### src/lsu_pkg.sv
// Shared widths, limits and access encodings for the load/store unit
// Referenced by scoped name from every LSU module
package lsu_pkg;

  //////////////////////////////////////////////////////////////////////
  // Bus geometry
  //////////////////////////////////////////////////////////////////////

  localparam int ADDR_W = 32;  // Byte address
  localparam int DATA_W = 32;  // One bus word
  localparam int BE_W   = 4;   // One enable per byte lane

  //////////////////////////////////////////////////////////////////////
  // Transaction tracking
  //////////////////////////////////////////////////////////////////////

  // Accepted requests still waiting for rvalid
  localparam int MAX_OUTSTANDING = 2;
  localparam int CNT_W           = 2;  // Holds 0 .. MAX_OUTSTANDING

  //////////////////////////////////////////////////////////////////////
  // Access encodings
  //////////////////////////////////////////////////////////////////////

  // Access size from the execute stage
  // Codes 2'b10 and 2'b11 are both treated as a byte
  typedef enum logic [1:0] {
    SIZE_WORD = 2'b00,
    SIZE_HALF = 2'b01,
    SIZE_BYTE = 2'b10
  } mem_size_e;

  // Fill applied above a loaded byte or halfword
  // Spare code 2'b11 extends the sign, same as EXT_SIGN
  typedef enum logic [1:0] {
    EXT_ZERO = 2'b00,  // Unsigned loads
    EXT_SIGN = 2'b01,  // Signed loads
    EXT_ONES = 2'b10   // Upper bits forced high
  } ext_mode_e;

  // Lane mask of an access placed at offset zero
  // Shifted by the byte offset in the request formatter
  //   word -> 1111
  //   half -> 0011
  //   byte -> 0001
  // A mask that runs past lane 3 spills into the next word, which is
  // what makes an access misaligned

endpackage

### src/lsu_req_format.sv
// Request formatter of the LSU: address, byte enables, store data lanes
// Purely combinational, sits between the execute stage and the bus controller
`timescale 1ns/1ps

module lsu_req_format (
  input  logic                           data_req_ex_i,        // Access pending in EX
  input  logic                           data_we_ex_i,         // Store when high
  input  lsu_pkg::mem_size_e             data_type_ex_i,       // Word, half or byte
  input  logic [lsu_pkg::DATA_W-1:0]     data_wdata_ex_i,      // Store data as in the register
  input  logic [1:0]                     data_reg_offset_ex_i, // Byte offset inside the register
  input  logic [lsu_pkg::ADDR_W-1:0]     operand_a_ex_i,       // Base
  input  logic [lsu_pkg::ADDR_W-1:0]     operand_b_ex_i,       // Increment
  input  logic                           addr_useincr_ex_i,    // A+B when high, else A
  input  logic                           data_misaligned_ex_i, // Second phase of a split access

  output logic [lsu_pkg::ADDR_W-1:0]     trans_addr_o,
  output logic                           trans_we_o,
  output logic [lsu_pkg::BE_W-1:0]       trans_be_o,
  output logic [lsu_pkg::DATA_W-1:0]     trans_wdata_o,
  output logic [1:0]                     addr_offset_o,        // Byte offset, kept by the aligner
  output logic                           data_misaligned_o     // Ask EX for a second phase
);

  logic [lsu_pkg::ADDR_W-1:0]   addr_int;     // Raw effective address
  logic [1:0]                   offset;       // Byte lane of the first byte
  logic [lsu_pkg::BE_W-1:0]     size_mask;    // Lanes used at offset zero
  logic [2*lsu_pkg::BE_W-1:0]   be_span;      // Mask over two consecutive words
  logic [1:0]                   wdata_offset; // Rotation in bytes
  logic [2*lsu_pkg::DATA_W-1:0] wdata_dbl;    // Doubled word for the rotate

  //////////////////////////////////////////////////////////////////////
  // Address
  //////////////////////////////////////////////////////////////////////

  assign addr_int = addr_useincr_ex_i ? (operand_a_ex_i + operand_b_ex_i) : operand_a_ex_i;
  assign offset   = addr_int[1:0];

  // Second phase always starts at lane 0 of the next word
  assign trans_addr_o  = data_misaligned_ex_i ? {addr_int[lsu_pkg::ADDR_W-1:2], 2'b00}
                                              : addr_int;
  assign trans_we_o    = data_we_ex_i;
  assign addr_offset_o = offset;

  //////////////////////////////////////////////////////////////////////
  // Byte enables
  //////////////////////////////////////////////////////////////////////

  always_comb begin
    case (data_type_ex_i)
      lsu_pkg::SIZE_WORD: size_mask = 4'b1111;
      lsu_pkg::SIZE_HALF: size_mask = 4'b0011;
      default:            size_mask = 4'b0001;  // Both byte codes
    endcase
  end

  // Low half is the first word, high half what spills into the next one
  assign be_span = {{lsu_pkg::BE_W{1'b0}}, size_mask} << offset;

  assign trans_be_o = data_misaligned_ex_i ? be_span[2*lsu_pkg::BE_W-1:lsu_pkg::BE_W]
                                           : be_span[lsu_pkg::BE_W-1:0];

  //////////////////////////////////////////////////////////////////////
  // Store data
  //////////////////////////////////////////////////////////////////////

  // Register byte at reg_offset must land on lane offset
  assign wdata_offset = offset - data_reg_offset_ex_i;
  assign wdata_dbl    = {data_wdata_ex_i, data_wdata_ex_i} << {wdata_offset, 3'b000};

  // Upper copy holds the rotated word, wrap-around included
  assign trans_wdata_o = wdata_dbl[2*lsu_pkg::DATA_W-1:lsu_pkg::DATA_W];

  //////////////////////////////////////////////////////////////////////
  // Misalignment
  //////////////////////////////////////////////////////////////////////

  always_comb begin
    data_misaligned_o = 1'b0;
    if (data_req_ex_i && !data_misaligned_ex_i) begin  // Only flagged in the first phase
      case (data_type_ex_i)
        lsu_pkg::SIZE_WORD: data_misaligned_o = (offset != 2'b00);
        lsu_pkg::SIZE_HALF: data_misaligned_o = (offset == 2'b11);
        default:            data_misaligned_o = 1'b0;  // A byte never crosses
      endcase
    end
  end

  // Fields handed to the bus must be clean whenever EX asks for an access
  always_comb begin
    if (data_req_ex_i) begin
      a_fields_known: assert final (!$isunknown({trans_addr_o, trans_we_o, trans_be_o}) &&
                                    !(trans_we_o && $isunknown(trans_wdata_o)))
        else $error("LSU request fields unknown while data_req_ex_i is high");
    end
  end

endmodule

### src/lsu_trans_ctrl.sv
// Bus transaction controller of the LSU
// Issues req/gnt requests, tracks outstanding responses and drives EX/WB ready
`timescale 1ns/1ps

module lsu_trans_ctrl (
  input  logic                         clk,
  input  logic                         rst_n,

  input  logic                         data_req_ex_i,  // Access pending in EX
  input  logic [lsu_pkg::ADDR_W-1:0]   trans_addr_i,
  input  logic                         trans_we_i,
  input  logic [lsu_pkg::BE_W-1:0]     trans_be_i,
  input  logic [lsu_pkg::DATA_W-1:0]   trans_wdata_i,

  // Data bus
  output logic                         data_req_o,
  input  logic                         data_gnt_i,
  input  logic                         data_rvalid_i,
  output logic [lsu_pkg::ADDR_W-1:0]   data_addr_o,
  output logic                         data_we_o,
  output logic [lsu_pkg::BE_W-1:0]     data_be_o,
  output logic [lsu_pkg::DATA_W-1:0]   data_wdata_o,

  output logic                         resp_valid_o,   // Response for the aligner
  output logic                         ctrl_update_o,  // EX advances into WB
  output logic                         lsu_ready_ex_o,
  output logic                         lsu_ready_wb_o,
  output logic                         busy_o
);

  logic [lsu_pkg::CNT_W-1:0] cnt_q;     // Outstanding transactions
  logic [lsu_pkg::CNT_W-1:0] cnt_d;
  logic                      accepted;  // req and gnt in the same cycle
  logic                      cnt_zero;
  logic                      cnt_one;

  //////////////////////////////////////////////////////////////////////
  // Request issue
  //////////////////////////////////////////////////////////////////////

  // No path from rvalid to req, so a full counter simply holds req low
  assign data_req_o   = data_req_ex_i && (cnt_q < lsu_pkg::MAX_OUTSTANDING);
  assign data_addr_o  = trans_addr_i;   // EX holds these until ready
  assign data_we_o    = trans_we_i;
  assign data_be_o    = trans_be_i;
  assign data_wdata_o = trans_wdata_i;

  assign accepted     = data_req_o && data_gnt_i;
  assign resp_valid_o = data_rvalid_i;

  //////////////////////////////////////////////////////////////////////
  // Outstanding counter
  //////////////////////////////////////////////////////////////////////

  always_comb begin
    cnt_d = cnt_q;
    case ({accepted, data_rvalid_i})
      2'b10:   cnt_d = cnt_q + 1'b1;  // New request only
      2'b01:   cnt_d = cnt_q - 1'b1;  // Response only
      default: cnt_d = cnt_q;         // Idle, or one in and one out
    endcase
  end

  always_ff @(posedge clk or negedge rst_n) begin
    if (!rst_n) begin
      cnt_q <= '0;
    end else begin
      cnt_q <= cnt_d;
    end
  end

  assign cnt_zero = (cnt_q == '0);
  assign cnt_one  = (cnt_q == lsu_pkg::CNT_W'(1));

  //////////////////////////////////////////////////////////////////////
  // Ready and busy
  //////////////////////////////////////////////////////////////////////

  // WB is free when empty, otherwise once its response is back
  assign lsu_ready_wb_o = cnt_zero ? 1'b1 : data_rvalid_i;

  // EX and WB move in lock step once WB holds an access
  always_comb begin
    if (!data_req_ex_i) begin
      lsu_ready_ex_o = 1'b1;                       // Nothing to issue
    end else if (cnt_zero) begin
      lsu_ready_ex_o = accepted;
    end else if (cnt_one) begin
      lsu_ready_ex_o = accepted && data_rvalid_i;
    end else begin
      lsu_ready_ex_o = data_rvalid_i;              // Full, req is held low
    end
  end

  assign ctrl_update_o = lsu_ready_ex_o && data_req_ex_i;

  assign busy_o = !cnt_zero || data_req_o;

  // Counter bounds against the bus protocol
  a_cnt_limit: assert property (@(posedge clk) disable iff (!rst_n)
    cnt_q <= lsu_pkg::MAX_OUTSTANDING);

  // Memory side must not answer a request it never granted
  a_no_spurious_rvalid: assert property (@(posedge clk) disable iff (!rst_n)
    data_rvalid_i |-> !cnt_zero);

endmodule

### src/lsu_rdata_align.sv
// Load data aligner of the LSU: lane select, extension and misaligned join
// Control captured when EX advances, result returned on rvalid
`timescale 1ns/1ps

module lsu_rdata_align (
  input  logic                         clk,
  input  logic                         rst_n,

  input  logic                         ctrl_update_i,        // EX advances into WB
  input  logic                         resp_valid_i,         // rvalid from the bus
  input  logic [lsu_pkg::DATA_W-1:0]   data_rdata_i,

  input  lsu_pkg::mem_size_e           data_type_ex_i,
  input  lsu_pkg::ext_mode_e           data_sign_ext_ex_i,
  input  logic                         data_we_ex_i,
  input  logic [1:0]                   addr_offset_i,        // From the formatter
  input  logic                         data_misaligned_ex_i, // EX is in the second phase
  input  logic                         data_misaligned_i,    // First phase of a split access

  output logic [lsu_pkg::DATA_W-1:0]   data_rdata_ex_o
);

  // WB copy of the access control
  lsu_pkg::mem_size_e           data_type_q;
  lsu_pkg::ext_mode_e           sign_ext_q;
  logic [1:0]                   offset_q;
  logic                         we_q;

  logic [lsu_pkg::DATA_W-1:0]   rdata_q;    // Held word
  logic [2*lsu_pkg::DATA_W-1:0] join_dbl;   // New word above the held one
  logic [lsu_pkg::DATA_W-1:0]   joined;     // Access that crossed the word boundary
  logic [lsu_pkg::DATA_W-1:0]   lane;       // Access inside the new word
  logic [15:0]                  half_raw;
  logic [7:0]                   byte_raw;
  logic [lsu_pkg::DATA_W-1:0]   rdata_ext;  // Final register value

  // Bit placed above a narrow load
  function automatic logic fill_bit(input lsu_pkg::ext_mode_e mode, input logic msb);
    case (mode)
      lsu_pkg::EXT_ZERO: fill_bit = 1'b0;
      lsu_pkg::EXT_ONES: fill_bit = 1'b1;
      default:           fill_bit = msb;  // EXT_SIGN and the spare code
    endcase
  endfunction

  always_ff @(posedge clk or negedge rst_n) begin
    if (!rst_n) begin
      data_type_q <= lsu_pkg::SIZE_WORD;
      sign_ext_q  <= lsu_pkg::EXT_ZERO;
      offset_q    <= 2'b00;
      we_q        <= 1'b0;
    end else if (ctrl_update_i) begin  // Granted, waiting on rvalid
      data_type_q <= data_type_ex_i;
      sign_ext_q  <= data_sign_ext_ex_i;
      offset_q    <= addr_offset_i;
      we_q        <= data_we_ex_i;
    end
  end

  //////////////////////////////////////////////////////////////////////
  // Lane select
  //////////////////////////////////////////////////////////////////////

  // Upper bytes come from the held first word, low bytes from the new one
  assign join_dbl = {data_rdata_i, rdata_q} >> {offset_q, 3'b000};
  assign joined   = join_dbl[lsu_pkg::DATA_W-1:0];
  assign lane     = data_rdata_i >> {offset_q, 3'b000};

  assign half_raw = (offset_q == 2'b11) ? joined[15:0] : lane[15:0];  // Offset 3 crosses
  assign byte_raw = lane[7:0];

  always_comb begin
    case (data_type_q)
      lsu_pkg::SIZE_WORD:
        rdata_ext = (offset_q == 2'b00) ? data_rdata_i : joined;
      lsu_pkg::SIZE_HALF:
        rdata_ext = {{16{fill_bit(sign_ext_q, half_raw[15])}}, half_raw};
      default:
        rdata_ext = {{24{fill_bit(sign_ext_q, byte_raw[7])}}, byte_raw};
    endcase
  end

  //////////////////////////////////////////////////////////////////////
  // Held word
  //////////////////////////////////////////////////////////////////////

  // Raw word while a split load is in flight, result otherwise
  always_ff @(posedge clk) begin
    if (resp_valid_i && !we_q) begin
      if (data_misaligned_ex_i || data_misaligned_i) begin
        rdata_q <= data_rdata_i;  // First half, joined on the next response
      end else begin
        rdata_q <= rdata_ext;
      end
    end
  end

  assign data_rdata_ex_o = resp_valid_i ? rdata_ext : rdata_q;

endmodule

### src/lsu_top.sv
// Top level of the data-memory load/store unit
// Connects the execute stage to a req/gnt/rvalid data bus
`timescale 1ns/1ps

module lsu_top (
  input  logic                         clk,
  input  logic                         rst_n,

  // Execute stage
  input  logic                         data_req_ex_i,
  input  logic                         data_we_ex_i,
  input  lsu_pkg::mem_size_e           data_type_ex_i,
  input  lsu_pkg::ext_mode_e           data_sign_ext_ex_i,
  input  logic [lsu_pkg::DATA_W-1:0]   data_wdata_ex_i,
  input  logic [1:0]                   data_reg_offset_ex_i,
  input  logic [lsu_pkg::ADDR_W-1:0]   operand_a_ex_i,
  input  logic [lsu_pkg::ADDR_W-1:0]   operand_b_ex_i,
  input  logic                         addr_useincr_ex_i,
  input  logic                         data_misaligned_ex_i,
  output logic [lsu_pkg::DATA_W-1:0]   data_rdata_ex_o,
  output logic                         data_misaligned_o,
  output logic                         lsu_ready_ex_o,
  output logic                         lsu_ready_wb_o,
  output logic                         busy_o,

  // Data bus
  output logic                         data_req_o,
  input  logic                         data_gnt_i,
  input  logic                         data_rvalid_i,
  output logic [lsu_pkg::ADDR_W-1:0]   data_addr_o,
  output logic                         data_we_o,
  output logic [lsu_pkg::BE_W-1:0]     data_be_o,
  output logic [lsu_pkg::DATA_W-1:0]   data_wdata_o,
  input  logic [lsu_pkg::DATA_W-1:0]   data_rdata_i
);

  logic [lsu_pkg::ADDR_W-1:0] trans_addr;
  logic                       trans_we;
  logic [lsu_pkg::BE_W-1:0]   trans_be;
  logic [lsu_pkg::DATA_W-1:0] trans_wdata;
  logic [1:0]                 addr_offset;  // Formatter to aligner
  logic                       resp_valid;
  logic                       ctrl_update;

  lsu_req_format u_req_format (
    .data_req_ex_i        (data_req_ex_i),
    .data_we_ex_i         (data_we_ex_i),
    .data_type_ex_i       (data_type_ex_i),
    .data_wdata_ex_i      (data_wdata_ex_i),
    .data_reg_offset_ex_i (data_reg_offset_ex_i),
    .operand_a_ex_i       (operand_a_ex_i),
    .operand_b_ex_i       (operand_b_ex_i),
    .addr_useincr_ex_i    (addr_useincr_ex_i),
    .data_misaligned_ex_i (data_misaligned_ex_i),
    .trans_addr_o         (trans_addr),
    .trans_we_o           (trans_we),
    .trans_be_o           (trans_be),
    .trans_wdata_o        (trans_wdata),
    .addr_offset_o        (addr_offset),
    .data_misaligned_o    (data_misaligned_o)
  );

  lsu_trans_ctrl u_trans_ctrl (
    .clk            (clk),
    .rst_n          (rst_n),
    .data_req_ex_i  (data_req_ex_i),
    .trans_addr_i   (trans_addr),
    .trans_we_i     (trans_we),
    .trans_be_i     (trans_be),
    .trans_wdata_i  (trans_wdata),
    .data_req_o     (data_req_o),
    .data_gnt_i     (data_gnt_i),
    .data_rvalid_i  (data_rvalid_i),
    .data_addr_o    (data_addr_o),
    .data_we_o      (data_we_o),
    .data_be_o      (data_be_o),
    .data_wdata_o   (data_wdata_o),
    .resp_valid_o   (resp_valid),
    .ctrl_update_o  (ctrl_update),
    .lsu_ready_ex_o (lsu_ready_ex_o),
    .lsu_ready_wb_o (lsu_ready_wb_o),
    .busy_o         (busy_o)
  );

  lsu_rdata_align u_rdata_align (
    .clk                  (clk),
    .rst_n                (rst_n),
    .ctrl_update_i        (ctrl_update),
    .resp_valid_i         (resp_valid),
    .data_rdata_i         (data_rdata_i),
    .data_type_ex_i       (data_type_ex_i),
    .data_sign_ext_ex_i   (data_sign_ext_ex_i),
    .data_we_ex_i         (data_we_ex_i),
    .addr_offset_i        (addr_offset),
    .data_misaligned_ex_i (data_misaligned_ex_i),
    .data_misaligned_i    (data_misaligned_o),
    .data_rdata_ex_o      (data_rdata_ex_o)
  );

endmodule

### config.mk
export PLATFORM = sky130hd
export DESIGN_NAME = lsu_top
export DESIGN_NICKNAME = d
export VERILOG_FILES = /design/src/lsu_pkg.sv /design/src/lsu_req_format.sv /design/src/lsu_trans_ctrl.sv /design/src/lsu_rdata_align.sv /design/src/lsu_top.sv
export SDC_FILE = /design/constraint.sdc
export NUM_CORES = 1
export LEC_CHECK = 0
export BUFFER_PORTS_ARGS = -buffer_cell sky130_fd_sc_hd__buf_2
export CAP_MARGIN = 20
export CORE_MARGIN = 3
export CORE_UTILIZATION = 42
export DETAILED_ROUTE_END_ITERATION = 10
export PLACE_DENSITY = 0.7
export SYNTH_ARGS = -nofsm -noshare
export SYNTH_HDL_FRONTEND = slang
export SYNTH_SLANG_ARGS = --single-unit
### constraint.sdc
create_clock -name clk -period 4 [get_ports clk]
set_input_delay 0.4 -clock clk [delete_from_list [all_inputs] [get_ports clk]]
set_output_delay 0.4 -clock clk [all_outputs]
set_load 0.02 [all_outputs]
==> metrics.txt, run 1 <==
# TYPE chip_impl_metric gauge
chip_impl_metric{name="initial_antenna_violation_count",unit=""} 1
chip_impl_metric{name="multiInputGateArea",unit="sq mm"} 0.00506
chip_impl_metric{name="comb_power_share",unit="%"} 72.3
chip_impl_metric{name="tritoncts_buffers",unit=""} 5
chip_impl_metric{name="finClkSkew",unit="ps"} 5.27
chip_impl_info{name="postSynth.topFlopCell",value="sky130_fd_sc_hd__edfxtp_1"} 1
chip_impl_info{name="cp_cell_sequence",value="buf_2, ha_1, inv_1, fa_1, nor2b_1, o211ai_1, a211oi_1, o311a_1, o41ai_4, a2111oi_0, nor3_1, o31ai_1, buf_2"} 1
chip_impl_metric{name="net-switching-power",unit="mW"} 2.24
chip_impl_metric{name="routedWlPerCell",unit="um"} 18.4
chip_impl_metric{name="ios",unit=""} 248
chip_impl_metric{name="post-route-util",unit="%"} 54.3
chip_impl_metric{name="report.final.setup_viol",unit=""} 0
chip_impl_metric{name="route.detailed.drc",unit=""} 0
chip_impl_metric{name="synthesis.area_per_instance",unit="sq um"} 8.24
chip_impl_metric{name="synth_fp_nets",unit=""} 967
chip_impl_metric{name="wire_length_of_the_first_global_routing_pass",unit="mm"} 33.9
chip_impl_metric{name="fp.dieH",unit="um"} 130
chip_impl_metric{name="drt_iter0_markers",unit=""} 518
chip_impl_info{name="outcome",value="finished clean"} 1
chip_impl_metric{name="post_synth_num_cell_types",unit=""} 58
chip_impl_metric{name="power.switching_fraction",unit="%"} 50.2
chip_impl_info{name="unrepaired_setup_endpoints_after_global_routing",value="false"} 1
chip_impl_metric{name="finalHoldViolations",unit=""} 0
chip_impl_metric{name="clkSlewWorstSetupHoldPaths",unit="ps"} 60
chip_impl_metric{name="total_power",unit="mW"} 4.46
chip_impl_metric{name="gpl.final_weighted_congestion",unit=""} 0.962
chip_impl_info{name="layout.cells.most_common",value="sky130_fd_sc_hd__buf_2"} 1
chip_impl_metric{name="worst_hold_path.num_cells",unit=""} 2
chip_impl_metric{name="cts_hold_buf",unit=""} 1
chip_impl_metric{name="core_area",unit="sq mm"} 0.0148
chip_impl_metric{name="floorplan.initialDensity",unit="%"} 43.8
chip_impl_info{name="nature_of_the_critical_path_endpoint",value="output pin"} 1
chip_impl_metric{name="die_area",unit="sq mm"} 0.0170
chip_impl_metric{name="ff2ff_path_depth",unit=""} 10
chip_impl_metric{name="syn-cell-area",unit="sq mm"} 0.00649
chip_impl_info{name="ys_top_cells_by_area",value="sky130_fd_sc_hd__edfxtp_1 (15%), sky130_fd_sc_hd__mux2i_1 (13%), sky130_fd_sc_hd__mux4_2 (10%)"} 1
chip_impl_metric{name="post_route_cells_drive_above_1_share",unit="%"} 33.5
chip_impl_metric{name="total_leakage_power",unit="nW"} 3.72
chip_impl_metric{name="synthArstFlopShare",unit="%"} 22.0
chip_impl_info{name="critical_path.startpoint_type",value="primary input"} 1
chip_impl_info{name="critical-path-top-cell-by-count",value="sky130_fd_sc_hd__buf_2"} 1
chip_impl_metric{name="post-route-min-period",unit="ps"} 3670
chip_impl_metric{name="cell_internal_power",unit="mW"} 2.22
chip_impl_metric{name="placed_area",unit="sq mm"} 0.00790
chip_impl_info{name="cts_tree",value="done"} 1
chip_impl_info{name="timing.hold.worst.class",value="primary input to flip-flop"} 1
chip_impl_metric{name="floorplan.rows",unit=""} 44
chip_impl_metric{name="critPathMaxFanout",unit=""} 5
chip_impl_metric{name="syn-instance-count",unit=""} 788
chip_impl_metric{name="drtPass1Iterations",unit=""} 5
chip_impl_metric{name="max-clock-path-buffers",unit=""} 2
chip_impl_metric{name="yosysSeqAreaShare",unit="%"} 18.3
chip_impl_metric{name="max_cap_violations",unit=""} 0
chip_impl_metric{name="final_design_area_no_fill",unit="sq mm"} 0.00805
chip_impl_metric{name="finalNetCount",unit=""} 1184
chip_impl_info{name="top_library_cells_by_usage_in_the_layout_fill_and_taps_aside",value="sky130_fd_sc_hd__buf_2 (247), sky130_fd_sc_hd__a21oi_1 (130), sky130_fd_sc_hd__nor2_1 (109)"} 1
chip_impl_metric{name="die_width",unit="um"} 130
chip_impl_metric{name="power_density",unit="mW/mm^2"} 555
chip_impl_metric{name="vdd_drop_max",unit="mV"} 0.273
chip_impl_metric{name="tightest_slew",unit="ps"} 1100
chip_impl_metric{name="power.clock.fraction",unit="%"} 9.1
chip_impl_metric{name="min_period_over_period",unit="%"} 91.9
chip_impl_metric{name="synth_warnings",unit=""} 0
chip_impl_info{name="crit_path_top_delay_cell",value="sky130_fd_sc_hd__a2111oi_0"} 1
chip_impl_metric{name="grt.total_usage",unit="%"} 24.6
chip_impl_metric{name="area.sequential",unit="sq mm"} 0.00119
chip_impl_metric{name="synth_top_cell_area_share",unit="%"} 14.8
chip_impl_metric{name="report.final.slew_viol_count",unit=""} 0
chip_impl_metric{name="synth_seq_cells",unit=""} 41
chip_impl_metric{name="critPathRequiredTime",unit="ps"} 3600
chip_impl_info{name="synth_top_area_cell",value="sky130_fd_sc_hd__edfxtp_1"} 1
chip_impl_metric{name="grt_start_max_net_pins",unit=""} 39
chip_impl_metric{name="layout.filler_cells",unit=""} 1383
chip_impl_metric{name="cts_setup_buffers",unit=""} 0
chip_impl_metric{name="number_of_synthesized_flops_with_an_enable_pin",unit=""} 32
chip_impl_info{name="cts.root.buffer_cell",value="sky130_fd_sc_hd__clkbuf_16"} 1
chip_impl_metric{name="grt_overflow_total",unit=""} 0
chip_impl_metric{name="worst_hold_slack",unit="ps"} 356
chip_impl_metric{name="worst_slew_margin_rel",unit="%"} 26.6
chip_impl_info{name="crit_type",value="primary input to output pin"} 1
chip_impl_metric{name="antenna_cells_inserted",unit=""} 0
chip_impl_metric{name="dp_hpwl",unit="mm"} 17.2
chip_impl_metric{name="route.detailed.vias_per_inst",unit=""} 6.00
chip_impl_metric{name="port-buffer-count",unit=""} 247
chip_impl_metric{name="critical-path-max-stage-delay",unit="ps"} 570
chip_impl_metric{name="detailroute.via_count",unit=""} 7144
chip_impl_metric{name="p_seq_share",unit="%"} 18.7
chip_impl_metric{name="final_tns_setup",unit="ps"} 0
chip_impl_metric{name="h-tree-depth",unit=""} 2
chip_impl_metric{name="cts_resized",unit=""} 0
chip_impl_metric{name="synthToLayoutAreaGrowth",unit="%"} 24.0
chip_impl_metric{name="final_antenna_net_count",unit=""} 0
chip_impl_metric{name="max_freq",unit="MHz"} 272
chip_impl_metric{name="clock_latency_at_the_later_pin_of_the_worst_skew_pair",unit="ps"} 280
chip_impl_metric{name="routed_wl",unit="mm"} 21.9
chip_impl_metric{name="clock_sink_count",unit=""} 41
chip_impl_metric{name="grt_pass1_vias",unit=""} 6699
chip_impl_metric{name="crit_arrival",unit="ps"} 3270
==> metrics by stage <==
step / setup slack (ps) / instances
2_1_floorplan: 609 / 788
4_1_cts: 369 / 1190
5_1_grt: 4.55 / 1190
6_report: 325 / 1190
3_5_place_dp: 392 / 1181
3_3_place_gp: 323 / 1180
==> power by group through the flow <==
stage | clock network, mW | registers, mW | logic, mW
floorplan | 0 | 0.721 | 2.41
global placement | 0 | 0.835 | 3.17
detailed placement | 0 | 0.840 | 3.21
CTS | 0.409 | 0.833 | 3.22
global route | 0.427 | 0.857 | 3.52
finish | 0.404 | 0.833 | 3.23
==> kinds of logic after synthesis <==
logic type | count (synthesis) | synth area share (%)
AO/OA/AOI/OAI | 245 | 23.0
flip-flops | 41 | 18.3
XOR/XNOR | 24 | 3.24
adder cells (fa/ha/maj) | 37 | 7.25
multiplexers | 141 | 28.0
buffers and inverters | 67 | 4.09
AND/OR/NAND/NOR | 233 | 16.2
==> worst max-delay path: cells and delay by family <==
kind | cells | cell delay (ps)
buffers and inverters | 3 | 380
and+or+nand+nor | 2 | 300
adders and majority gates | 2 | 590
AOI/OAI and AO/OA | 6 | 1590
==> area by class of cell <==
type | count | share of cell area, %
inverter | 13 | 0.606
clock buffer | 6 | 1.60
multi-input combinational | 680 | 62.9
clock inverter | 2 | 0.155
tap | 184 | 2.86
timing repair buffer | 264 | 17.1
sequential | 41 | 14.8
==> routing by layer <==
layer  part of all wire [%]  GRT usage, %  vias up
met3                    7.2          3.40       45
met4                    3.4          8.25        2
met5                  0.032             0        -
met2                     49          42.4      345
met1                     40          31.8     3353
li1                       -             -     3399
==> sequential cells by signal (all words and copies together), names as in the netlist <==
| signal | flops |
|---|---|
| u_trans_ctrl.cnt_q | 2 |
| u_rdata_align.rdata_q | 32 |
| u_rdata_align.offset_q | 2 |
| u_rdata_align.we_q | 1 |
| u_rdata_align.sign_ext_q | 2 |
| u_rdata_align.data_type_q | 2 |
==> path summary, 6_finish.rpt <==
check	from	end	slack, ps
max in group asynchronous	rst_n	u_rdata_align.offset_q[0]	3320
min in group asynchronous	rst_n	u_rdata_align.we_q	490
setup / recovery	operand_b_ex_i[0]	data_addr_o[24]	330
hold / removal	data_sign_ext_ex_i[1]	u_rdata_align.sign_ext_q[1]	360
setup reg to reg	u_rdata_align.offset_q[1]	u_rdata_align.rdata_q[20]	1370
hold reg to reg	u_trans_ctrl.cnt_q[0]	u_trans_ctrl.cnt_q[0]	510
==> synthesized netlist by cell type, types with 3 or more instances <==
master / count
sky130_fd_sc_hd__a21oi_1: 130
sky130_fd_sc_hd__nor2_1: 110
sky130_fd_sc_hd__mux2i_1: 86
sky130_fd_sc_hd__nand2_1: 50
sky130_fd_sc_hd__clkbuf_1: 44
sky130_fd_sc_hd__ha_1: 36
sky130_fd_sc_hd__edfxtp_1: 32
sky130_fd_sc_hd__mux4_2: 30
sky130_fd_sc_hd__o21ai_0: 30
sky130_fd_sc_hd__mux2_2: 25
sky130_fd_sc_hd__a21o_1: 23
sky130_fd_sc_hd__xnor2_1: 18
sky130_fd_sc_hd__nor3_1: 15
sky130_fd_sc_hd__inv_1: 13
sky130_fd_sc_hd__o21a_1: 13
sky130_fd_sc_hd__nor2b_1: 11
sky130_fd_sc_hd__a211oi_1: 9
sky130_fd_sc_hd__dfrtp_1: 9
sky130_fd_sc_hd__nand3_1: 9
sky130_fd_sc_hd__nor3b_1: 8
sky130_fd_sc_hd__a221oi_1: 7
sky130_fd_sc_hd__buf_1: 6
sky130_fd_sc_hd__nand4_1: 6
sky130_fd_sc_hd__xor2_1: 6
sky130_fd_sc_hd__nand2b_1: 5
sky130_fd_sc_hd__a211o_1: 4
sky130_fd_sc_hd__o211ai_1: 4
sky130_fd_sc_hd__or2_2: 4
sky130_fd_sc_hd__a31oi_1: 3
sky130_fd_sc_hd__nand3b_1: 3
sky130_fd_sc_hd__nor4_1: 3
sky130_fd_sc_hd__o31ai_1: 3
sky130_fd_sc_hd__or3_1: 3
No activity file was read; power rests on OpenSTA's default activity.
==> run 2, diff against run 1 <==
--- a/config.mk
+++ b/config.mk
@@ -8,9 +8,10 @@
 export BUFFER_PORTS_ARGS = -buffer_cell sky130_fd_sc_hd__buf_2
 export CAP_MARGIN = 20
 export CORE_MARGIN = 3
-export CORE_UTILIZATION = 42
+export CORE_UTILIZATION = 45
+export CTS_BUF_LIST = sky130_fd_sc_hd__clkbuf_4 sky130_fd_sc_hd__clkbuf_8
 export DETAILED_ROUTE_END_ITERATION = 10
-export PLACE_DENSITY = 0.7
+export PLACE_DENSITY = 0.74
 export SYNTH_ARGS = -nofsm -noshare
 export SYNTH_HDL_FRONTEND = slang
 export SYNTH_SLANG_ARGS = --single-unit
==> run 2 against run 1 <==
Non-clock buffer count stayed put. Global-route usage rose by 1.1 points. Routed wire length shrank 1.2%. Sequential power rose by 3.2%. Setup slack hardly changed. Combinational power about the same. Sequential share of layout area is 0.083 points higher. Largest cell class unchanged.
==> metrics.txt, run 2 (synthesized netlist as in run 1, its figures left out) <==
# TYPE chip_impl_metric gauge
chip_impl_info{name="outcome",value="finished clean"} 1
chip_impl_metric{name="critPathRequiredTime",unit="ps"} 3600
chip_impl_metric{name="die_area",unit="sq mm"} 0.0159
chip_impl_metric{name="finClkSkew",unit="ps"} 8.11
chip_impl_info{name="critical_path.startpoint_type",value="primary input"} 1
chip_impl_metric{name="clkSlewWorstSetupHoldPaths",unit="ps"} 80
chip_impl_metric{name="wire_length_of_the_first_global_routing_pass",unit="mm"} 33.6
chip_impl_metric{name="post_route_cells_drive_above_1_share",unit="%"} 33.6
chip_impl_info{name="cts_tree",value="done"} 1
chip_impl_metric{name="power_density",unit="mW/mm^2"} 544
chip_impl_metric{name="fp.dieH",unit="um"} 126
chip_impl_metric{name="h-tree-depth",unit=""} 2
chip_impl_metric{name="port-buffer-count",unit=""} 247
chip_impl_metric{name="max_cap_violations",unit=""} 0
chip_impl_metric{name="initial_antenna_violation_count",unit=""} 2
chip_impl_metric{name="min_period_over_period",unit="%"} 91.9
chip_impl_metric{name="finalNetCount",unit=""} 1184
chip_impl_metric{name="report.final.slew_viol_count",unit=""} 0
chip_impl_metric{name="drtPass1Iterations",unit=""} 5
chip_impl_metric{name="crit_arrival",unit="ps"} 3270
chip_impl_metric{name="max-clock-path-buffers",unit=""} 2
chip_impl_info{name="layout.cells.most_common",value="sky130_fd_sc_hd__buf_2"} 1
chip_impl_metric{name="vdd_drop_max",unit="mV"} 0.315
chip_impl_info{name="unrepaired_setup_endpoints_after_global_routing",value="false"} 1
chip_impl_metric{name="tritoncts_buffers",unit=""} 5
chip_impl_metric{name="r2r_setup_slack",unit="ps"} 1540
chip_impl_metric{name="total_leakage_power",unit="nW"} 3.70
chip_impl_info{name="cp_cell_sequence",value="buf_2, ha_1, inv_1, fa_1, nor2b_1, o211ai_1, a211oi_1, o311a_1, o41ai_4, a2111oi_0, nor3_1, o31ai_1, buf_2"} 1
chip_impl_metric{name="finalHoldViolations",unit=""} 0
chip_impl_metric{name="dp_hpwl",unit="mm"} 17.1
chip_impl_info{name="critical-path-top-cell-by-count",value="sky130_fd_sc_hd__buf_2"} 1
chip_impl_info{name="crit_type",value="primary input to output pin"} 1
chip_impl_info{name="rr_startpoint",value="u_rdata_align.offset_q[0]"} 1
chip_impl_metric{name="max_freq",unit="MHz"} 272
chip_impl_info{name="top_library_cells_by_usage_in_the_layout_fill_and_taps_aside",value="sky130_fd_sc_hd__buf_2 (247), sky130_fd_sc_hd__a21oi_1 (130), sky130_fd_sc_hd__nor2_1 (109)"} 1
chip_impl_info{name="crit_path_top_delay_cell",value="sky130_fd_sc_hd__a2111oi_0"} 1
chip_impl_metric{name="routedWlPerCell",unit="um"} 18.2
chip_impl_metric{name="grt_start_max_net_pins",unit=""} 51
chip_impl_info{name="nature_of_the_critical_path_endpoint",value="output pin"} 1
chip_impl_metric{name="final_tns_setup",unit="ps"} 0
chip_impl_metric{name="worst_slew_margin_rel",unit="%"} 52.4
chip_impl_metric{name="synthToLayoutAreaGrowth",unit="%"} 23.3
chip_impl_info{name="hp-start",value="data_sign_ext_ex_i[0]"} 1
chip_impl_metric{name="cts_setup_buffers",unit=""} 0
chip_impl_metric{name="drt_iter0_markers",unit=""} 426
chip_impl_metric{name="grt.total_usage",unit="%"} 25.7
chip_impl_metric{name="detailroute.via_count",unit=""} 7023
chip_impl_info{name="cts.root.buffer_cell",value="sky130_fd_sc_hd__clkbuf_8"} 1
chip_impl_metric{name="floorplan.rows",unit=""} 43
chip_impl_metric{name="worst_hold_path.num_cells",unit=""} 2
chip_impl_metric{name="clock_sink_count",unit=""} 41
chip_impl_metric{name="clock_latency_at_the_later_pin_of_the_worst_skew_pair",unit="ps"} 300
chip_impl_metric{name="report.final.setup_viol",unit=""} 0
chip_impl_metric{name="ff2ff_path_depth",unit=""} 6
chip_impl_metric{name="ios",unit=""} 248
chip_impl_metric{name="floorplan.initialDensity",unit="%"} 46.4
chip_impl_metric{name="critical-path-max-stage-delay",unit="ps"} 560
chip_impl_info{name="largest-register",value="u_rdata_align.rdata_q"} 1
chip_impl_metric{name="grt_overflow_total",unit=""} 0
chip_impl_metric{name="core_area",unit="sq mm"} 0.0140
chip_impl_metric{name="route.detailed.vias_per_inst",unit=""} 5.92
chip_impl_metric{name="grt_pass1_vias",unit=""} 6540
chip_impl_info{name="worstReg2RegEnd",value="u_rdata_align.rdata_q[7]"} 1
chip_impl_metric{name="routed_wl",unit="mm"} 21.6
chip_impl_info{name="timing.hold.worst.class",value="primary input to flip-flop"} 1
chip_impl_metric{name="critPathMaxFanout",unit=""} 5
chip_impl_metric{name="tightest_slew",unit="ps"} 714
chip_impl_metric{name="largest_reg_flops",unit=""} 32
chip_impl_metric{name="gpl.final_weighted_congestion",unit=""} 0.964
chip_impl_metric{name="die_width",unit="um"} 126
chip_impl_metric{name="post-route-min-period",unit="ps"} 3670
chip_impl_metric{name="final_antenna_net_count",unit=""} 0
chip_impl_info{name="holdPathEnd",value="u_rdata_align.sign_ext_q[0]"} 1
chip_impl_metric{name="route.detailed.drc",unit=""} 0
chip_impl_metric{name="post-route-util",unit="%"} 57.2
run 2: cell types whose count changed in the layout (fill, tap and decap cells not counted):
cell	delta
sky130_fd_sc_hd__inv_4	-1
sky130_fd_sc_hd__clkbuf_1	-1
sky130_fd_sc_hd__clkinv_2	+2
sky130_fd_sc_hd__a2111oi_1	+1
sky130_fd_sc_hd__buf_4	-1
sky130_fd_sc_hd__diode_2	+1
sky130_fd_sc_hd__clkbuf_16	-5
sky130_fd_sc_hd__buf_12	+1
sky130_fd_sc_hd__a2111oi_0	-1
sky130_fd_sc_hd__clkbuf_8	+5
run 2: timing repair:
action,CTS,global route
hold endpoints to repair,9,0
setup endpoints to repair,0,1
resized for setup,0,1
hold buffers,1,0
run 2: routing by layer:
| metal | share of wire, % | GRT usage (%) | vias to the layer above |
|---|---|---|---|
| met1 | 39 | 32.0 | 3270 |
| met4 | 3.8 | 9.34 | 2 |
| met3 | 8.1 | 4.79 | 49 |
| met5 | 0.056 | 0 | - |
| met2 | 49 | 44.4 | 298 |
| li1 | - | - | 3404 |
run 2: final cells by class:
class / instances / area (sq um)
Fill cell: 1316 / 5990
Clock buffer: 5 / 68.8
Sequential cell: 41 / 1190
Tap cell: 180 / 225
Inverter: 13 / 48.8
Timing Repair Buffer: 264 / 1390
Multi-Input combinational cell: 680 / 5070
Clock inverter: 3 / 16.3
Antenna cell: 1 / 2.50
run 2: critical path, delay by kind of cell:
kind | cells | cell delay, ps
adder cells (fa/ha/maj) | 2 | 600
AO/OA/AOI/OAI | 6 | 1640
AND/OR/NAND/NOR | 2 | 280
buffers and inverters | 3 | 370
run 2: worst max-delay path by stage:
| stage | start | to | slack [ps] | depth (start not counted) |
|---|---|---|---|---|
| 6_report | operand_a_ex_i[0] | data_addr_o[24] | 330 | 13 |
| 5_1_grt | operand_a_ex_i[0] | data_addr_o[24] | 160 | 13 |
| 4_1_cts | operand_a_ex_i[0] | data_addr_o[24] | 350 | 13 |
| 3_5_place_dp | operand_a_ex_i[0] | data_addr_o[24] | 360 | 13 |
| 3_3_place_gp | operand_a_ex_i[0] | data_addr_o[22] | 440 | 13 |
| 2_1_floorplan | operand_a_ex_i[0] | data_addr_o[24] | 610 | 11 |
run 2: metrics by stage:
step / setup WS, ps / total power [mW] / hold slack (ps) / area, sq um / instances
6_report: 326 / 4.35 / 337 / 8000 / 1187
5_1_grt: 156 / 4.67 / 329 / 8000 / 1187
4_1_cts: 347 / 4.33 / 329 / 7980 / 1185
3_5_place_dp: 361 / 4.04 / 260 / 7890 / 1176
3_3_place_gp: 444 / 4.01 / 256 / 7890 / 1176
2_1_floorplan: 609 / 3.13 / 104 / 6490 / 788
run 2: power by group:
| group | internal [mW] | switching [mW] | total [mW] |
|---|---|---|---|
| logic | 1.34 | 1.86 | 3.20 |
| registers | 0.648 | 0.212 | 0.860 |
| clock network | 0.121 | 0.164 | 0.285 |
| total | 2.11 | 2.24 | 4.35 |
==> run 3, diff against run 2 <==
--- a/config.mk
+++ b/config.mk
@@ -8,10 +8,9 @@
 export BUFFER_PORTS_ARGS = -buffer_cell sky130_fd_sc_hd__buf_2
 export CAP_MARGIN = 20
 export CORE_MARGIN = 3
-export CORE_UTILIZATION = 45
+export CORE_UTILIZATION = 25
 export CTS_BUF_LIST = sky130_fd_sc_hd__clkbuf_4 sky130_fd_sc_hd__clkbuf_8
 export DETAILED_ROUTE_END_ITERATION = 10
-export PLACE_DENSITY = 0.74
 export SYNTH_ARGS = -nofsm -noshare
 export SYNTH_HDL_FRONTEND = slang
 export SYNTH_SLANG_ARGS = --single-unit
==> run 3 against run 2 <==
Final cell count grew 13%. Clock power is essentially flat. Die area grew 76%. Non-clock buffer count grew 2. Utilization shrank 25 points. Total power grew 1.0%. Cell area grew 2.5%. Sequential cell count is the same. Sequential power shrank 4.4%. Worst hold slack gained 10 ps. Register-to-register slack is essentially flat. Global-route usage shrank 9.1 points.
==> metrics.txt, run 3 (synthesized netlist as in run 1, its figures left out) <==
# TYPE chip_impl_metric gauge
chip_impl_metric{name="clock_latency_at_the_later_pin_of_the_worst_skew_pair",unit="ps"} 300
chip_impl_metric{name="port-buffer-count",unit=""} 247
chip_impl_metric{name="grt_overflow_total",unit=""} 0
chip_impl_metric{name="fp.dieH",unit="um"} 167
chip_impl_metric{name="floorplan.rows",unit=""} 58
chip_impl_metric{name="cts_setup_buffers",unit=""} 0
chip_impl_metric{name="power_density",unit="mW/mm^2"} 536
chip_impl_metric{name="synthToLayoutAreaGrowth",unit="%"} 26.4
chip_impl_metric{name="gpl.final_weighted_congestion",unit=""} 0.933
chip_impl_metric{name="layout_setup_ws",unit="ps"} 332
chip_impl_metric{name="routedWlPerCell",unit="um"} 18.1
chip_impl_metric{name="report.final.setup_viol",unit=""} 0
chip_impl_metric{name="critPathMaxFanout",unit=""} 5
chip_impl_metric{name="finalHoldViolations",unit=""} 0
chip_impl_metric{name="net-switching-power",unit="mW"} 2.26
chip_impl_info{name="outcome",value="finished clean"} 1
chip_impl_metric{name="power.switching_fraction",unit="%"} 51.5
chip_impl_metric{name="crit_arrival",unit="ps"} 3270
chip_impl_metric{name="dp_hpwl",unit="mm"} 19.3
chip_impl_metric{name="h-tree-depth",unit=""} 2
chip_impl_metric{name="route.detailed.drc",unit=""} 0
chip_impl_metric{name="grt.total_usage",unit="%"} 16.6
chip_impl_metric{name="final_antenna_net_count",unit=""} 0
chip_impl_metric{name="initial_antenna_violation_count",unit=""} 8
chip_impl_info{name="timing.hold.worst.class",value="primary input to flip-flop"} 1
chip_impl_metric{name="clkSlewWorstSetupHoldPaths",unit="ps"} 80
chip_impl_metric{name="min_period_over_period",unit="%"} 91.7
chip_impl_metric{name="routed_wl",unit="mm"} 24.2
chip_impl_metric{name="floorplan.initialDensity",unit="%"} 25.6
chip_impl_info{name="critPathLaunch",value="operand_a_ex_i[0]"} 1
chip_impl_info{name="cts_tree",value="done"} 1
chip_impl_metric{name="worst_slew_margin_rel",unit="%"} 45.5
chip_impl_metric{name="dpl.cell_count",unit=""} 1329
chip_impl_metric{name="ff2ff_path_depth",unit=""} 5
chip_impl_metric{name="r2r_setup_slack",unit="ps"} 1540
chip_impl_metric{name="tritoncts_buffers",unit=""} 5
chip_impl_metric{name="core_area",unit="sq mm"} 0.0253
chip_impl_metric{name="detailroute.via_count",unit=""} 7177
chip_impl_metric{name="wire_length_of_the_first_global_routing_pass",unit="mm"} 38.0
chip_impl_metric{name="finalNetCount",unit=""} 1186
chip_impl_metric{name="place_ws",unit="ps"} 345
chip_impl_metric{name="drtPass1Iterations",unit=""} 5
chip_impl_metric{name="final_tns_setup",unit="ps"} 0
chip_impl_metric{name="max-clock-path-buffers",unit=""} 2
chip_impl_info{name="layout.cells.most_common",value="sky130_fd_sc_hd__buf_2"} 1
chip_impl_metric{name="cell_internal_power",unit="mW"} 2.13
chip_impl_metric{name="post_route_cells_drive_above_1_share",unit="%"} 33.7
chip_impl_info{name="rr_startpoint",value="u_rdata_align.offset_q[0]"} 1
chip_impl_metric{name="max_cap_violations",unit=""} 0
chip_impl_metric{name="total_leakage_power",unit="nW"} 3.70
chip_impl_metric{name="post-route-util",unit="%"} 32.4
chip_impl_info{name="cts.root.buffer_cell",value="sky130_fd_sc_hd__clkbuf_8"} 1
chip_impl_metric{name="layoutNonFillerInstCount",unit=""} 1341
chip_impl_metric{name="drt_iter0_markers",unit=""} 606
chip_impl_metric{name="largest_reg_flops",unit=""} 32
chip_impl_info{name="critPathCapture",value="data_addr_o[22]"} 1
chip_impl_info{name="hp-start",value="data_sign_ext_ex_i[1]"} 1
chip_impl_info{name="largest-register",value="u_rdata_align.rdata_q"} 1
chip_impl_metric{name="placed_area",unit="sq mm"} 0.00810
chip_impl_metric{name="vdd_drop_max",unit="mV"} 0.282
chip_impl_info{name="unrepaired_setup_endpoints_after_global_routing",value="false"} 1
chip_impl_metric{name="clock_sink_count",unit=""} 41
chip_impl_metric{name="ios",unit=""} 248
chip_impl_metric{name="p_seq_share",unit="%"} 18.7
chip_impl_metric{name="final_design_area_no_fill",unit="sq mm"} 0.00820
chip_impl_metric{name="grt_pass1_vias",unit=""} 7126
chip_impl_metric{name="finClkSkew",unit="ps"} 12.7
chip_impl_metric{name="grt_start_max_net_pins",unit=""} 64
chip_impl_metric{name="power.clock.fraction",unit="%"} 6.5
chip_impl_info{name="critical_path.startpoint_type",value="primary input"} 1
chip_impl_metric{name="tightest_slew",unit="ps"} 813
chip_impl_info{name="top_library_cells_by_usage_in_the_layout_fill_and_taps_aside",value="sky130_fd_sc_hd__buf_2 (247), sky130_fd_sc_hd__a21oi_1 (130), sky130_fd_sc_hd__nor2_1 (109)"} 1
chip_impl_metric{name="route.detailed.vias_per_inst",unit=""} 5.35
chip_impl_metric{name="post-route-min-period",unit="ps"} 3670
chip_impl_info{name="worstReg2RegEnd",value="u_rdata_align.rdata_q[13]"} 1
chip_impl_metric{name="max_freq",unit="MHz"} 273
chip_impl_metric{name="critPathRequiredTime",unit="ps"} 3600
chip_impl_metric{name="report.final.slew_viol_count",unit=""} 0
chip_impl_metric{name="die_width",unit="um"} 167
chip_impl_metric{name="comb_power_share",unit="%"} 74.8
chip_impl_metric{name="die_area",unit="sq mm"} 0.0279
chip_impl_info{name="crit_type",value="primary input to output pin"} 1
chip_impl_info{name="nature_of_the_critical_path_endpoint",value="output pin"} 1
run 3: cell count changes in the layout (fill, tap and decap cells not counted), sizes merged:
cell    change
buf         +2
clkbuf      +1
diode       +2
inv         -1
run 3: timing repair:
item	in CTS	in global routing
hold buffers	1	0
setup endpoints to repair	0	1
hold endpoints to repair	9	0
resized for setup	0	1
run 3: cell type report:
class | instances | area (sq um)
Antenna cell | 3 | 7.51
Clock buffer | 6 | 76.3
Clock inverter | 2 | 10.0
Fill cell | 2690 | 17100
Inverter | 13 | 48.8
Multi-Input combinational cell | 680 | 5070
Sequential cell | 41 | 1190
Tap cell | 330 | 413
Timing Repair Buffer | 266 | 1390
run 3: per-stage QoR:
stage / hold WS, ps / power [mW]
after CTS: 336 / 4.41
after global routing: 332 / 4.76
after floorplan: 104 / 3.13
final: 347 / 4.40
after detailed placement: 260 / 4.11
after global placement: 260 / 4.09
run 3: routing by layer:
layer	wire [um]	track usage [%]	part of all wire, %
met5	59	0	0.24
met4	824	5.41	3.4
met3	1920	3.68	7.9
met2	11700	29.1	48
met1	9740	20.3	40
run 3: worst min-delay path by stage:
stage                                              end  slack (ps)  depth (start not counted)
after floorplan           u_rdata_align.data_type_q[0]         100                          0
after global placement    u_rdata_align.data_type_q[0]         260                          1
after detailed placement  u_rdata_align.data_type_q[0]         260                          1
after CTS                  u_rdata_align.sign_ext_q[1]         340                          2
after global routing       u_rdata_align.sign_ext_q[1]         330                          2
final                      u_rdata_align.sign_ext_q[1]         350                          2
run 3: critical path, stage by stage:
cell and delay [ps]:
sky130_fd_sc_hd__buf_2 110, sky130_fd_sc_hd__ha_1 220, sky130_fd_sc_hd__inv_1 70, sky130_fd_sc_hd__fa_1 200, sky130_fd_sc_hd__nor2b_1 70, sky130_fd_sc_hd__o211ai_1 260
sky130_fd_sc_hd__a211oi_1 140, sky130_fd_sc_hd__o311a_1 410, sky130_fd_sc_hd__o41ai_4 410, sky130_fd_sc_hd__a31oi_1 290, sky130_fd_sc_hd__xor2_1 200, sky130_fd_sc_hd__mux2_2 310
sky130_fd_sc_hd__buf_2 170
run 3: power groups by stage:
| stage | Clock, mW | Combinational (mW) | Sequential, mW |
|---|---|---|---|
| 5_1_grt | 0.317 | 3.59 | 0.852 |
| 3_3_place_gp | 0 | 3.26 | 0.829 |
| 3_5_place_dp | 0 | 3.28 | 0.836 |
| 6_report | 0.287 | 3.29 | 0.822 |
| 2_1_floorplan | 0 | 2.41 | 0.721 |
| 4_1_cts | 0.292 | 3.29 | 0.827 |
